## config.mk

```make
export PLATFORM = sky130hd
export DESIGN_NAME = ipv4_edit_top
export DESIGN_NICKNAME = d
export VERILOG_FILES = /design/src/hdl/ipv4_edit_pkg.sv /design/src/hdl/checksum_updater.sv /design/src/hdl/edit_fifo.sv /design/src/hdl/field_rewriter.sv /design/src/hdl/ipv4_edit_top.sv
export VERILOG_INCLUDE_DIRS = /design/src /design/src/include
export SDC_FILE = /design/constraint.sdc
export NUM_CORES = 1
export LEC_CHECK = 0
export BUFFER_PORTS_ARGS = -buffer_cell sky130_fd_sc_hd__buf_2
export CORE_MARGIN = 2
export CORE_UTILIZATION = 30
export CTS_BUF_LIST = sky130_fd_sc_hd__clkbuf_8
export CTS_CLUSTER_DIAMETER = 150
export DETAILED_ROUTE_END_ITERATION = 12
export GPL_TIMING_DRIVEN = 0
export PLACE_DENSITY = 0.46
export SLEW_MARGIN = 30
export SYNTH_ARGS = -nofsm -noshare
export SYNTH_HDL_FRONTEND = slang
export SYNTH_HIERARCHICAL = 1
export SYNTH_SLANG_ARGS = --single-unit
```

## constraint.sdc

```tcl
create_clock -name clk -period 21.7 [get_ports clk]
set_clock_uncertainty 0.15 [all_clocks]
set_input_delay 4.34 -clock clk [delete_from_list [all_inputs] [get_ports clk]]
set_output_delay 4.34 -clock clk [all_outputs]
set_load 0.02 [all_outputs]
```

## src/include/ipv4_edit_cfg.svh

```systemverilog
// IPv4 editor configuration

`ifndef IPV4_EDIT_CFG_SVH
`define IPV4_EDIT_CFG_SVH

// Number of queued edits between rewriter and checksum updater
// Must be a power of two
`define IPV4_FIFO_DEPTH 8

// Pointer width, log2 of the depth
`define IPV4_FIFO_AW 3

`endif

```

## src/hdl/ipv4_edit_pkg.sv

```systemverilog
// IPv4 editor shared types

package ipv4_edit_pkg;

    // Version/IHL and TOS bytes of header word 0
    typedef struct packed {
        logic [7:0] ver_ihl;
        logic [7:0] tos;
    } ver_tos_s;

    // TTL and protocol bytes of header word 4
    typedef struct packed {
        logic [7:0] ttl;
        logic [7:0] proto;
    } ttl_proto_s;

    typedef union packed {
        ver_tos_s   vt_s;
        ttl_proto_s tp_s;
    } hdr_word_u;

    typedef enum logic [1:0] {
        OP_TTL_DEC  = 2'd0,
        OP_TOS_SET  = 2'd1,
        OP_WORD_SET = 2'd2
    } edit_op_e;

    typedef struct packed {
        edit_op_e    op;
        logic [15:0] old_csum;
        hdr_word_u   old_word;
        logic [15:0] arg;      // New TOS in low byte, or the full new word
    } edit_req_s;

    typedef struct packed {
        logic [15:0] old_csum;
        hdr_word_u   old_word;
        hdr_word_u   new_word;
        logic        expired;
    } edit_ent_s;

    typedef struct packed {
        logic [15:0] new_word;
        logic [15:0] new_csum;
        logic        expired;
    } edit_res_s;

endpackage

```

## src/hdl/checksum_updater.sv

```systemverilog
// Serial incremental checksum updater

`timescale 1ns/10ps

module checksum_updater (
    input  logic                     clk,
    input  logic                     rst_i,
    input  logic                     not_empty_i,
    input  ipv4_edit_pkg::edit_ent_s head_i,
    output logic                     pop_o,
    output logic                     res_valid_o,
    output ipv4_edit_pkg::edit_res_s res_o
);

    typedef enum logic [1:0] {
        ST_IDLE = 2'd0,
        ST_ADD1 = 2'd1,
        ST_ADD2 = 2'd2,
        ST_ADD3 = 2'd3
    } state_e;

    state_e      state;
    logic [15:0] csum_inv_q;   // ~HC
    logic [15:0] word_inv_q;   // ~m
    logic [15:0] new_word_q;   // m'
    logic        expired_q;
    logic [15:0] sum_q;
    logic [15:0] add_b;
    logic [16:0] sum_raw;
    logic [15:0] add_res;

    assign pop_o = (state == ST_IDLE) && not_empty_i;

    // Operand select for the shared adder
    always_comb begin
        case (state)
            ST_ADD1: add_b = csum_inv_q;
            ST_ADD2: add_b = word_inv_q;
            default: add_b = new_word_q;
        endcase
    end

    // One's-complement add with end-around carry
    assign sum_raw = {1'b0, sum_q} + {1'b0, add_b};
    assign add_res = sum_raw[15:0] + {15'd0, sum_raw[16]};

    always_ff @(posedge clk) begin
        if (rst_i) begin
            state       <= ST_IDLE;
            res_valid_o <= 1'b0;
        end else begin
            res_valid_o <= (state == ST_ADD3);
            case (state)
                ST_IDLE: if (pop_o) state <= ST_ADD1;
                ST_ADD1: state <= ST_ADD2;
                ST_ADD2: state <= ST_ADD3;
                default: state <= ST_IDLE;
            endcase
        end
    end

    always_ff @(posedge clk) begin
        if (pop_o) begin
            csum_inv_q <= ~head_i.old_csum;
            word_inv_q <= ~head_i.old_word;
            new_word_q <= head_i.new_word;
            expired_q  <= head_i.expired;
            sum_q      <= '0;  // Running sum starts empty
        end else if (state != ST_IDLE) begin
            sum_q <= add_res;
        end
        if (state == ST_ADD3) begin
            res_o.new_word <= new_word_q;
            res_o.new_csum <= ~add_res;  // HC' = ~(~HC + ~m + m')
            res_o.expired  <= expired_q;
        end
    end

    // Every pop yields a result strobe four cycles later
    a_pop_to_result: assert property (
        @(posedge clk) disable iff (rst_i)
        pop_o |=> !pop_o [*3] ##1 res_valid_o
    );

endmodule

```

## src/hdl/edit_fifo.sv

```systemverilog
// Edit entry FIFO

`timescale 1ns/10ps

`include "ipv4_edit_cfg.svh"

module edit_fifo (
    input  logic                     clk,
    input  logic                     rst_i,
    input  logic                     wr_i,
    input  ipv4_edit_pkg::edit_ent_s wr_data_i,
    input  logic                     pop_i,
    output ipv4_edit_pkg::edit_ent_s head_o,
    output logic                     not_empty_o,
    output logic                     overflow_o
);

    import ipv4_edit_pkg::*;

    localparam int DEPTH = `IPV4_FIFO_DEPTH;
    localparam int AW    = `IPV4_FIFO_AW;

    edit_ent_s       mem [DEPTH];
    logic [AW-1:0]   wr_ptr;
    logic [AW-1:0]   rd_ptr;
    logic [AW:0]     count;
    logic            full;
    logic            do_wr;
    logic            do_pop;

    assign full        = (count == DEPTH);
    assign not_empty_o = (count != '0);
    assign do_pop      = pop_i && not_empty_o;
    assign do_wr       = wr_i && (!full || do_pop);  // Pop frees a slot this cycle
    assign head_o      = mem[rd_ptr];

    always_ff @(posedge clk) begin
        if (do_wr) begin
            mem[wr_ptr] <= wr_data_i;
        end
    end

    always_ff @(posedge clk) begin
        if (rst_i) begin
            wr_ptr     <= '0;
            rd_ptr     <= '0;
            count      <= '0;
            overflow_o <= 1'b0;
        end else begin
            if (do_wr) begin
                wr_ptr <= wr_ptr + 1'b1;  // Wraps at power-of-two depth
            end
            if (do_pop) begin
                rd_ptr <= rd_ptr + 1'b1;
            end
            case ({do_wr, do_pop})
                2'b10:   count <= count + 1'b1;
                2'b01:   count <= count - 1'b1;
                default: count <= count;
            endcase
            if (wr_i && !do_wr) begin
                overflow_o <= 1'b1;  // Sticky until reset
            end
        end
    end

    a_no_pop_empty: assert property (
        @(posedge clk) disable iff (rst_i) pop_i |-> not_empty_o
    );

    a_count_bound: assert property (
        @(posedge clk) disable iff (rst_i) count <= DEPTH
    );

endmodule

```

## src/hdl/field_rewriter.sv

```systemverilog
// Header field rewriter

`timescale 1ns/10ps

module field_rewriter (
    input  logic                     clk,
    input  logic                     rst_i,
    input  logic                     req_valid_i,
    input  ipv4_edit_pkg::edit_req_s req_i,
    output logic                     ent_valid_o,
    output ipv4_edit_pkg::edit_ent_s ent_o
);

    import ipv4_edit_pkg::*;

    hdr_word_u new_word;
    logic      expired;

    // Edited word, read through the view that matches the operation
    always_comb begin
        new_word = req_i.old_word;
        expired  = 1'b0;
        case (req_i.op)
            OP_TTL_DEC: begin
                if (req_i.old_word.tp_s.ttl != 8'd0) begin
                    new_word.tp_s.ttl = req_i.old_word.tp_s.ttl - 8'd1;
                end else begin
                    expired = 1'b1;  // Word left as is when TTL is already zero
                end
            end
            OP_TOS_SET: begin
                new_word.vt_s.tos = req_i.arg[7:0];  // Version/IHL byte kept
            end
            OP_WORD_SET: begin
                new_word = req_i.arg;
            end
            default: begin
                new_word = req_i.old_word;  // Unused encoding passes through
            end
        endcase
    end

    always_ff @(posedge clk) begin
        if (rst_i) begin
            ent_valid_o <= 1'b0;
        end else begin
            ent_valid_o <= req_valid_i;  // FIFO write strobe
        end
    end

    always_ff @(posedge clk) begin
        if (req_valid_i) begin
            ent_o.old_csum <= req_i.old_csum;
            ent_o.old_word <= req_i.old_word;
            ent_o.new_word <= new_word;
            ent_o.expired  <= expired;
        end
    end

    // An expired entry must come from a TTL decrement of a zero TTL
    a_expired_ttl_only: assert property (
        @(posedge clk) disable iff (rst_i)
        ent_valid_o && ent_o.expired |->
            $past(req_i.op) == OP_TTL_DEC && $past(req_i.old_word.tp_s.ttl) == 8'd0
    );

endmodule

```

## src/hdl/ipv4_edit_top.sv

```systemverilog
// IPv4 header editor top level

`timescale 1ns/10ps

module ipv4_edit_top (
    input  logic                     clk,
    input  logic                     rst_i,
    input  logic                     req_valid_i,
    input  ipv4_edit_pkg::edit_req_s req_i,
    output logic                     res_valid_o,
    output ipv4_edit_pkg::edit_res_s res_o,
    output logic                     overflow_o
);

    import ipv4_edit_pkg::*;

    logic      ent_valid;
    edit_ent_s ent;
    logic      pop;
    edit_ent_s head;
    logic      not_empty;

    field_rewriter u_rewriter (
        .clk         (clk),
        .rst_i       (rst_i),
        .req_valid_i (req_valid_i),
        .req_i       (req_i),
        .ent_valid_o (ent_valid),
        .ent_o       (ent)
    );

    edit_fifo u_fifo (
        .clk         (clk),
        .rst_i       (rst_i),
        .wr_i        (ent_valid),
        .wr_data_i   (ent),
        .pop_i       (pop),
        .head_o      (head),
        .not_empty_o (not_empty),
        .overflow_o  (overflow_o)
    );

    checksum_updater u_updater (
        .clk         (clk),
        .rst_i       (rst_i),
        .not_empty_i (not_empty),
        .head_i      (head),
        .pop_o       (pop),
        .res_valid_o (res_valid_o),
        .res_o       (res_o)
    );

endmodule

```

Word-level counts from Yosys, hierarchy flattened --
Memories as Yosys holds them, arrays and structs flattened. A register that Yosys moved wholly into a read port is not among the register bits. Cells that the tools add are included.
Word-level totals: flip-flop bits (word level) 162, RAM bits 392, word-level logic and storage cells 65, memories kept 1
Cells by class: add/subtract/negate cells 7, equal/unequal tests 9, mux-type cells 12, bitwise gates (word level) 3, reductions and logical operators 14
Memories:
- u_fifo.mem | words 8, bits a word 49, read ports 1, clocked after memory_dff 1, wr ports 1, RTL line edit_fifo.sv:23 | edit_ent_s mem [DEPTH];
Operators with widths (count):
- inverter 16 bit | 3
- one-hot mux 16 bit (2 select lines) | 1
- adder 16 x 16 -> 17 bit | 1
- adder 16 x 1 -> 16 bit | 1
- two-way mux 8 bit | 2
- one-hot mux 8 bit (2 select lines) | 1
- == test 2 bit (second input constant) | 4
- one-hot mux 4 bit (2 select lines) | 1
- nonzero test 8 bit | 1
- subtractor 8 x 1 -> 8 bit (second input constant) | 1
- adder 3 x 1 -> 3 bit (second input constant) | 2
- == test 2 x 1 -> 1 bit (second input constant) | 3
- two-way mux 3 bit | 2
- one-hot mux 2 bit (3 select lines) | 1
- adder 4 x 1 -> 4 bit (second input constant) | 1
- == test 4 bit (second input constant) | 1
- logical AND 1 bit | 4
- logical NOT 2 bit | 2
- nonzero test 2 bit | 2
- nonzero test 4 bit | 1
- subtractor 4 x 1 -> 4 bit (second input constant) | 1
- two-way mux 1 bit | 3
- logical NOT 1 bit | 2
- two-way mux 2 bit | 1
- 3 further kinds | 3

Depth between registers and ports, before layout --
depth in word-level cells 7, gate-level depth with buffers 25, depth with buffers taken out 23

Hierarchy --
Netlist, hierarchy kept.
Modules (own cells, without submodules):
- edit_fifo | instances 1, cells each 654, area each 15462.3 um^2
- checksum_updater | instances 1, cells each 394, area each 4757.1 um^2
- field_rewriter | instances 1, cells each 114, area each 1955.6 um^2

Worst setup path after synthesis --
No wires, ideal clock.
path kind reg2reg, from reg u_updater.state[0], to mem u_fifo/mem[0][0] (netlist name) (enable), library setup time 0.577 ns, data arrival time 7.620 ns, required time 20.973 ns, setup slack 13.352 ns, stages on the path, launching flop included 10, path buffers 3, cells stage by stage dfxtp_1 inv_1 ha_1 clkbuf_1 buf_1 and2_1 clkbuf_1 nand2b_1 o21ai_2 nor4_1
Between the ends: word-level cells in the longest chain between the ends 7
Ends and longest elaborated chain:
- from (decl) | RTL line checksum_updater.sv:22 | state_e state;
- from (signal assigned) | RTL line checksum_updater.sv:49 | state <= ST_IDLE;
- from (signal assigned) | RTL line checksum_updater.sv:54 | ST_IDLE: if (pop_o) state <= ST_ADD1;
- from (signal assigned) | RTL line checksum_updater.sv:55 | ST_ADD1: state <= ST_ADD2;
- logical NOT 2 bit | RTL line checksum_updater.sv:32 | assign pop_o = (state == ST_IDLE) && not_empty_i;
- logical AND 1 bit | RTL line checksum_updater.sv:32
- net pop | RTL line ipv4_edit_top.sv:19 | logic pop;
- logical AND 1 bit | RTL line edit_fifo.sv:33 | assign do_pop = pop_i && not_empty_o;
- logical OR 1 bit | RTL line edit_fifo.sv:34 | assign do_wr = wr_i && (!full || do_pop);
- logical AND 1 bit | RTL line edit_fifo.sv:34
- two-way mux 1 bit | RTL line edit_fifo.sv:38 | if (do_wr) begin
- two-way mux 1 bit (not written as such) | RTL line edit_fifo.sv:39 | mem[wr_ptr] <= wr_data_i;
- to (decl) | RTL line edit_fifo.sv:23
The timed path passes the listed nets, and every way through them passes these cells.

Final worst setup path --
from reg u_updater.state[0], to reg u_updater.sum_q[14]
Between the ends: word-level cells in the longest chain between the ends 4
Ends and longest elaborated chain:
- == test 2 bit or == test 2 x 1 -> 1 bit (tied branches) | RTL line checksum_updater.sv:36 | case (state)
- one-hot mux 16 bit (2 select lines) | RTL line checksum_updater.sv:36
- adder 16 x 16 -> 17 bit | RTL line checksum_updater.sv:44 | assign sum_raw = {1'b0, sum_q} + {1'b0, add_b};
- adder 16 x 1 -> 16 bit | RTL line checksum_updater.sv:45 | assign add_res = sum_raw[15:0] + {15'd0, sum_raw[16]};
- to (signal assigned) | RTL line checksum_updater.sv:70 | sum_q <= add_res;
- to (decl) | RTL line checksum_updater.sv:27 | logic [15:0] sum_q;
Parallel ways exist; a longest one is shown, timed or not. A chain may end at the register's enable or synchronous reset.

==> results.txt <==
The flow ran to the end, but the final reports show violations. The checks that failed: DRC. The unique cell type count in the Yosys netlist was 73; the final critical-path share of the clock period was 27.87%. The die outline width is 275.9 microns. Path class of the lowest-slack min-delay path: flip-flop to flip-flop. For the count of mapped cells out of synthesis, the log shows 1,162. Of the post-synthesis cell area, the dominant cell type holds 70.82%. The via count of the first global-routing pass was 11,960. Global routing used 2.549% of the available met3 tracks. After the last flow step, the layout net total stands at 1,493. The die height came out at 275.9 microns. The critical path in this run is classified as flip-flop to flip-flop. At the pin with the least slew margin, the transition time is 0.9752 ns.

STA puts the critical path data arrival time at 6.43 ns. The H-tree generated during clock tree synthesis spans 3 levels. The required time of the critical path was 22.08 ns; the clock input transition at the sequential cells of the worst setup and hold paths was 0.06 ns. The worst setup path is captured at a flip-flop. For the first-pass GRT wire length, the log shows 77,290 microns. The logs give 8 for the DRC violations left and 13.92% for the global-route usage over all layers.

The first-pass iteration count of the detailed router is 9, and the met1 routing resource usage after global routing is 18.84%. The tools report the clock tree root driver cell as sky130_fd_sc_hd__clkbuf_8. The number of warnings reported in the yosys synthesis log was 6.

The worst setup path is launched from a flip-flop. Across the VDD grid, the largest voltage drop is 0.06376 mV. The synthesized netlist devotes 4.181% of its cell area to compound gates.

After synthesis, the largest family of logic cells by area is multiplexers. Summed over all cells, the static leakage comes to 8.852 nW. Total CTS buffers: 96.

In this run the most used layer during global routing was met2. The tools report the number of failing hold endpoints at the final stage as 0. After synthesis, the share of cell area in mux cells is 13.07%. Across the run, the number of max-cap violations was 0. The total power density per cell area was 126.5 mW/mm^2.

In this run the mean area of a mapped cell was 19.08 sq um. Ranked by instance count, the synthesized netlist is headed by sky130_fd_sc_hd__edfxtp_1 (523), sky130_fd_sc_hd__mux4_2 (98), sky130_fd_sc_hd__mux2_2 (57), sky130_fd_sc_hd__inv_1 (52), sky130_fd_sc_hd__nor2_1 (42). Along the worst path, the maximum fanout reaches 10. Met2 usage in global routing: 22.76%. Total I/O pin count: 88. For this configuration, the core starts out at a cell density of 30.34%.

The area share of xor/xnor cells in the synthesized design was 1.298%; the total count of max-transition violations in the final report was 0. The run gives 1 as the initial antenna violation count. Summing over every cut layer, the via total after detailed routing is 11,430. The tightest hold path in the finished design has a slack of 0.3265 ns. The fraction of registers with async set or reset after synthesis is 0%, and the routed wire length is 52,080 microns. Of all cell types, the one taking the most synthesized area is sky130_fd_sc_hd__edfxtp_1. The clock passes through at most 3 buffers. The total number of placement rows came out at 99. Sequential cells were found to cover 73.89% of the synthesized design area. Summing every instance area after synthesis gives 0.02218 sq mm. The layout cell share with drive strength beyond 1 is 31.42%, and the synthesized net count is 1,249. In this run the remaining antenna-violating nets after routing total 0. The number of flip-flops and latches in the synthesized netlist is 557. For the worst relative slew slack, the log shows 34.99%. The logs give 0 for the number of hold buffers added after CTS and 0 for the post-cts sizing count.

The clock period minus worst slack is 6.048 ns, and the average wire per standard cell is 21.32 microns. After global routing the overflow that remains totals 0. Setup repair after global routing left no endpoint under its margin. The count of endpoints failing setup in the final report was 0; the number of clock sinks was 557. Entering global routing, the biggest net connects 51 pins. Yosys attributes the largest share of cell area to sky130_fd_sc_hd__edfxtp_1 (71%), sky130_fd_sc_hd__mux4_2 (10%), sky130_fd_sc_hd__dfxtp_1 (3.1%).

The detailed router's first-iteration violation count is 809, and the area added between synthesis and finish is 18.47%. Insertion delay of the later-clocked pin in the worst-skew pair: 0.68 ns. TritonCTS built the clock tree. The most instantiated flip-flop cell in the synthesis netlist is sky130_fd_sc_hd__edfxtp_1. Yosys instantiated no cell more often than sky130_fd_sc_hd__edfxtp_1. For the number of setup buffers added after CTS, the log shows 0.

The via density per instance is 4.677. The count of port buffers added during placement was 87; the final estimated routing congestion in global placement was 0.8007. Yosys mapped a number of flops with a built-in enable equal to 523. Based on the critical path, the design can be clocked at up to 0.1653 GHz. The floorplan step defined a die boundary enclosing 0.07611 sq mm. The post-synthesis share of cell area spent on full adders, half adders and majority gates was 1.986%. Summing the areas of all and, or, nand and nor instances in the mapped netlist gives 3.515% of the synthesized area.

The wire-length estimate of the detail-placed layout is 35,710 microns. In the final timing run, aggregate negative setup slack is 0 ns. The core region is 0.07308 sq mm.
==> cell usage in the layout, fill, tap and decap left out, types with 12 or more instances in the layout <==
cell type / Yosys / routed
sky130_fd_sc_hd__ha_1: 32 / 31
sky130_fd_sc_hd__a22oi_1: 18 / 18
sky130_fd_sc_hd__inv_1: 52 / 85
sky130_fd_sc_hd__nand2_1: 28 / 28
sky130_fd_sc_hd__xor2_1: 17 / 17
sky130_fd_sc_hd__clkbuf_1: 31 / 31
sky130_fd_sc_hd__a21oi_1: 33 / 33
sky130_fd_sc_hd__xnor2_1: 14 / 14
sky130_fd_sc_hd__clkinv_1: 0 / 26
sky130_fd_sc_hd__dfxtp_1: 34 / 34
sky130_fd_sc_hd__edfxtp_1: 523 / 523
sky130_fd_sc_hd__o22ai_1: 15 / 15
sky130_fd_sc_hd__o211ai_1: 12 / 12
sky130_fd_sc_hd__mux4_2: 98 / 98
sky130_fd_sc_hd__nor2_1: 42 / 39
sky130_fd_sc_hd__mux2_2: 57 / 57
sky130_fd_sc_hd__buf_4: 0 / 36
sky130_fd_sc_hd__clkbuf_8: 0 / 103
sky130_fd_sc_hd__buf_2: 13 / 109
==> state kept, by name, indices dropped and copies added (netlist names), named ones only <==
| signal | count |
|---|---|
| u_fifo/count | 4 |
| u_fifo/mem | 392 |
| u_fifo/overflow_o | 1 |
| u_fifo/rd_ptr | 3 |
| u_fifo/wr_ptr | 3 |
| u_rewriter/ent_o | 49 |
| u_rewriter/ent_valid_o | 1 |
| u_updater/csum_inv_q | 16 |
| u_updater/expired_q | 1 |
| u_updater/new_word_q | 16 |
| u_updater/res_o | 33 |
| u_updater/res_valid_o | 1 |
| u_updater/state | 2 |
| u_updater/sum_q | 16 |
| u_updater/word_inv_q | 16 |
==> layer usage <==
metal  share of wire [%]  up-vias
li1                    -     5169
met1                  46     5923
met2                  48      262
met3                 4.4       71
met4                 1.8        0
met5                   0        -
==> power breakdown <==
| group | switching, mW | internal, mW |
|---|---|---|
| clock | 0.418 | 0.460 |
| sequential | 0.0743 | 1.34 |
| combinational | 0.607 | 0.421 |
| total | 1.10 | 2.22 |
==> cell type report <==
class	count	area (sq um)
inverters	52	195.2
fillers	6913	46810
flip-flops and latches	557	16390
plain buffers	50	260.3
repair buffers	146	1072
well taps	959	1200
multi-input cells	503	5388
clock inverters	72	349.1
diodes	1	2.502
clock buffers	103	1418
==> critical path, stage by stage (launching register included) <==
cell and delay [ns]:
sky130_fd_sc_hd__dfxtp_1 0.34, sky130_fd_sc_hd__inv_1 0.09, sky130_fd_sc_hd__ha_1 0.16, sky130_fd_sc_hd__clkbuf_1 0.45, sky130_fd_sc_hd__clkbuf_1 0.55, sky130_fd_sc_hd__a22oi_1 0.23
sky130_fd_sc_hd__a21oi_1 0.23, sky130_fd_sc_hd__ha_1 0.22, sky130_fd_sc_hd__inv_1 0.07, sky130_fd_sc_hd__fa_1 0.43, sky130_fd_sc_hd__nand2b_1 0.21, sky130_fd_sc_hd__a21oi_2 0.22
sky130_fd_sc_hd__o2111ai_1 0.21, sky130_fd_sc_hd__a21oi_2 0.30, sky130_fd_sc_hd__a21o_1 0.16, sky130_fd_sc_hd__a21oi_1 0.06, sky130_fd_sc_hd__nor2b_1 0.11, sky130_fd_sc_hd__o21ai_0 0.08
sky130_fd_sc_hd__nand2b_1 0.10, sky130_fd_sc_hd__ha_1 0.19, sky130_fd_sc_hd__ha_1 0.24, sky130_fd_sc_hd__nand2_1 0.12, sky130_fd_sc_hd__nor3_1 0.44, sky130_fd_sc_hd__nand4_1 0.17
sky130_fd_sc_hd__xnor2_1 0.25, sky130_fd_sc_hd__o22ai_1 0.11
==> per-stage QoR <==
step,cell area [sq um],setup slack (ns),std cells,total power [mW],util (%)
final,26270,15.65,2443,3.324,35.95
after CTS,26270,15.57,2442,3.370,35.94
after global routing,26270,15.15,2443,3.517,35.95
after detailed placement,24500,15.44,2267,2.473,33.53
after floorplan,22180,13.35,1162,2.163,-
after global placement,23810,5.763,2208,2.459,32.58
==> kinds of logic after synthesis <==
group	after synthesis
simple gates	145
xor+xnor	32
compound gates	132
flops	557
fa+ha+maj	34
buf+inv	102
mux	160
==> final timing paths <==
check	startpoint	end	slack, ns	cells after the start
max	u_updater/state[0]	u_updater/sum_q[14]	15.65	25
min	u_updater/new_word_q[11]	u_updater/res_o[28]	0.33	0
max reg2reg	u_updater/state[0]	u_updater/sum_q[14]	15.65	25
min reg2reg	u_updater/new_word_q[11]	u_updater/res_o[28]	0.33	0
(Power assumes the default switching activity.)
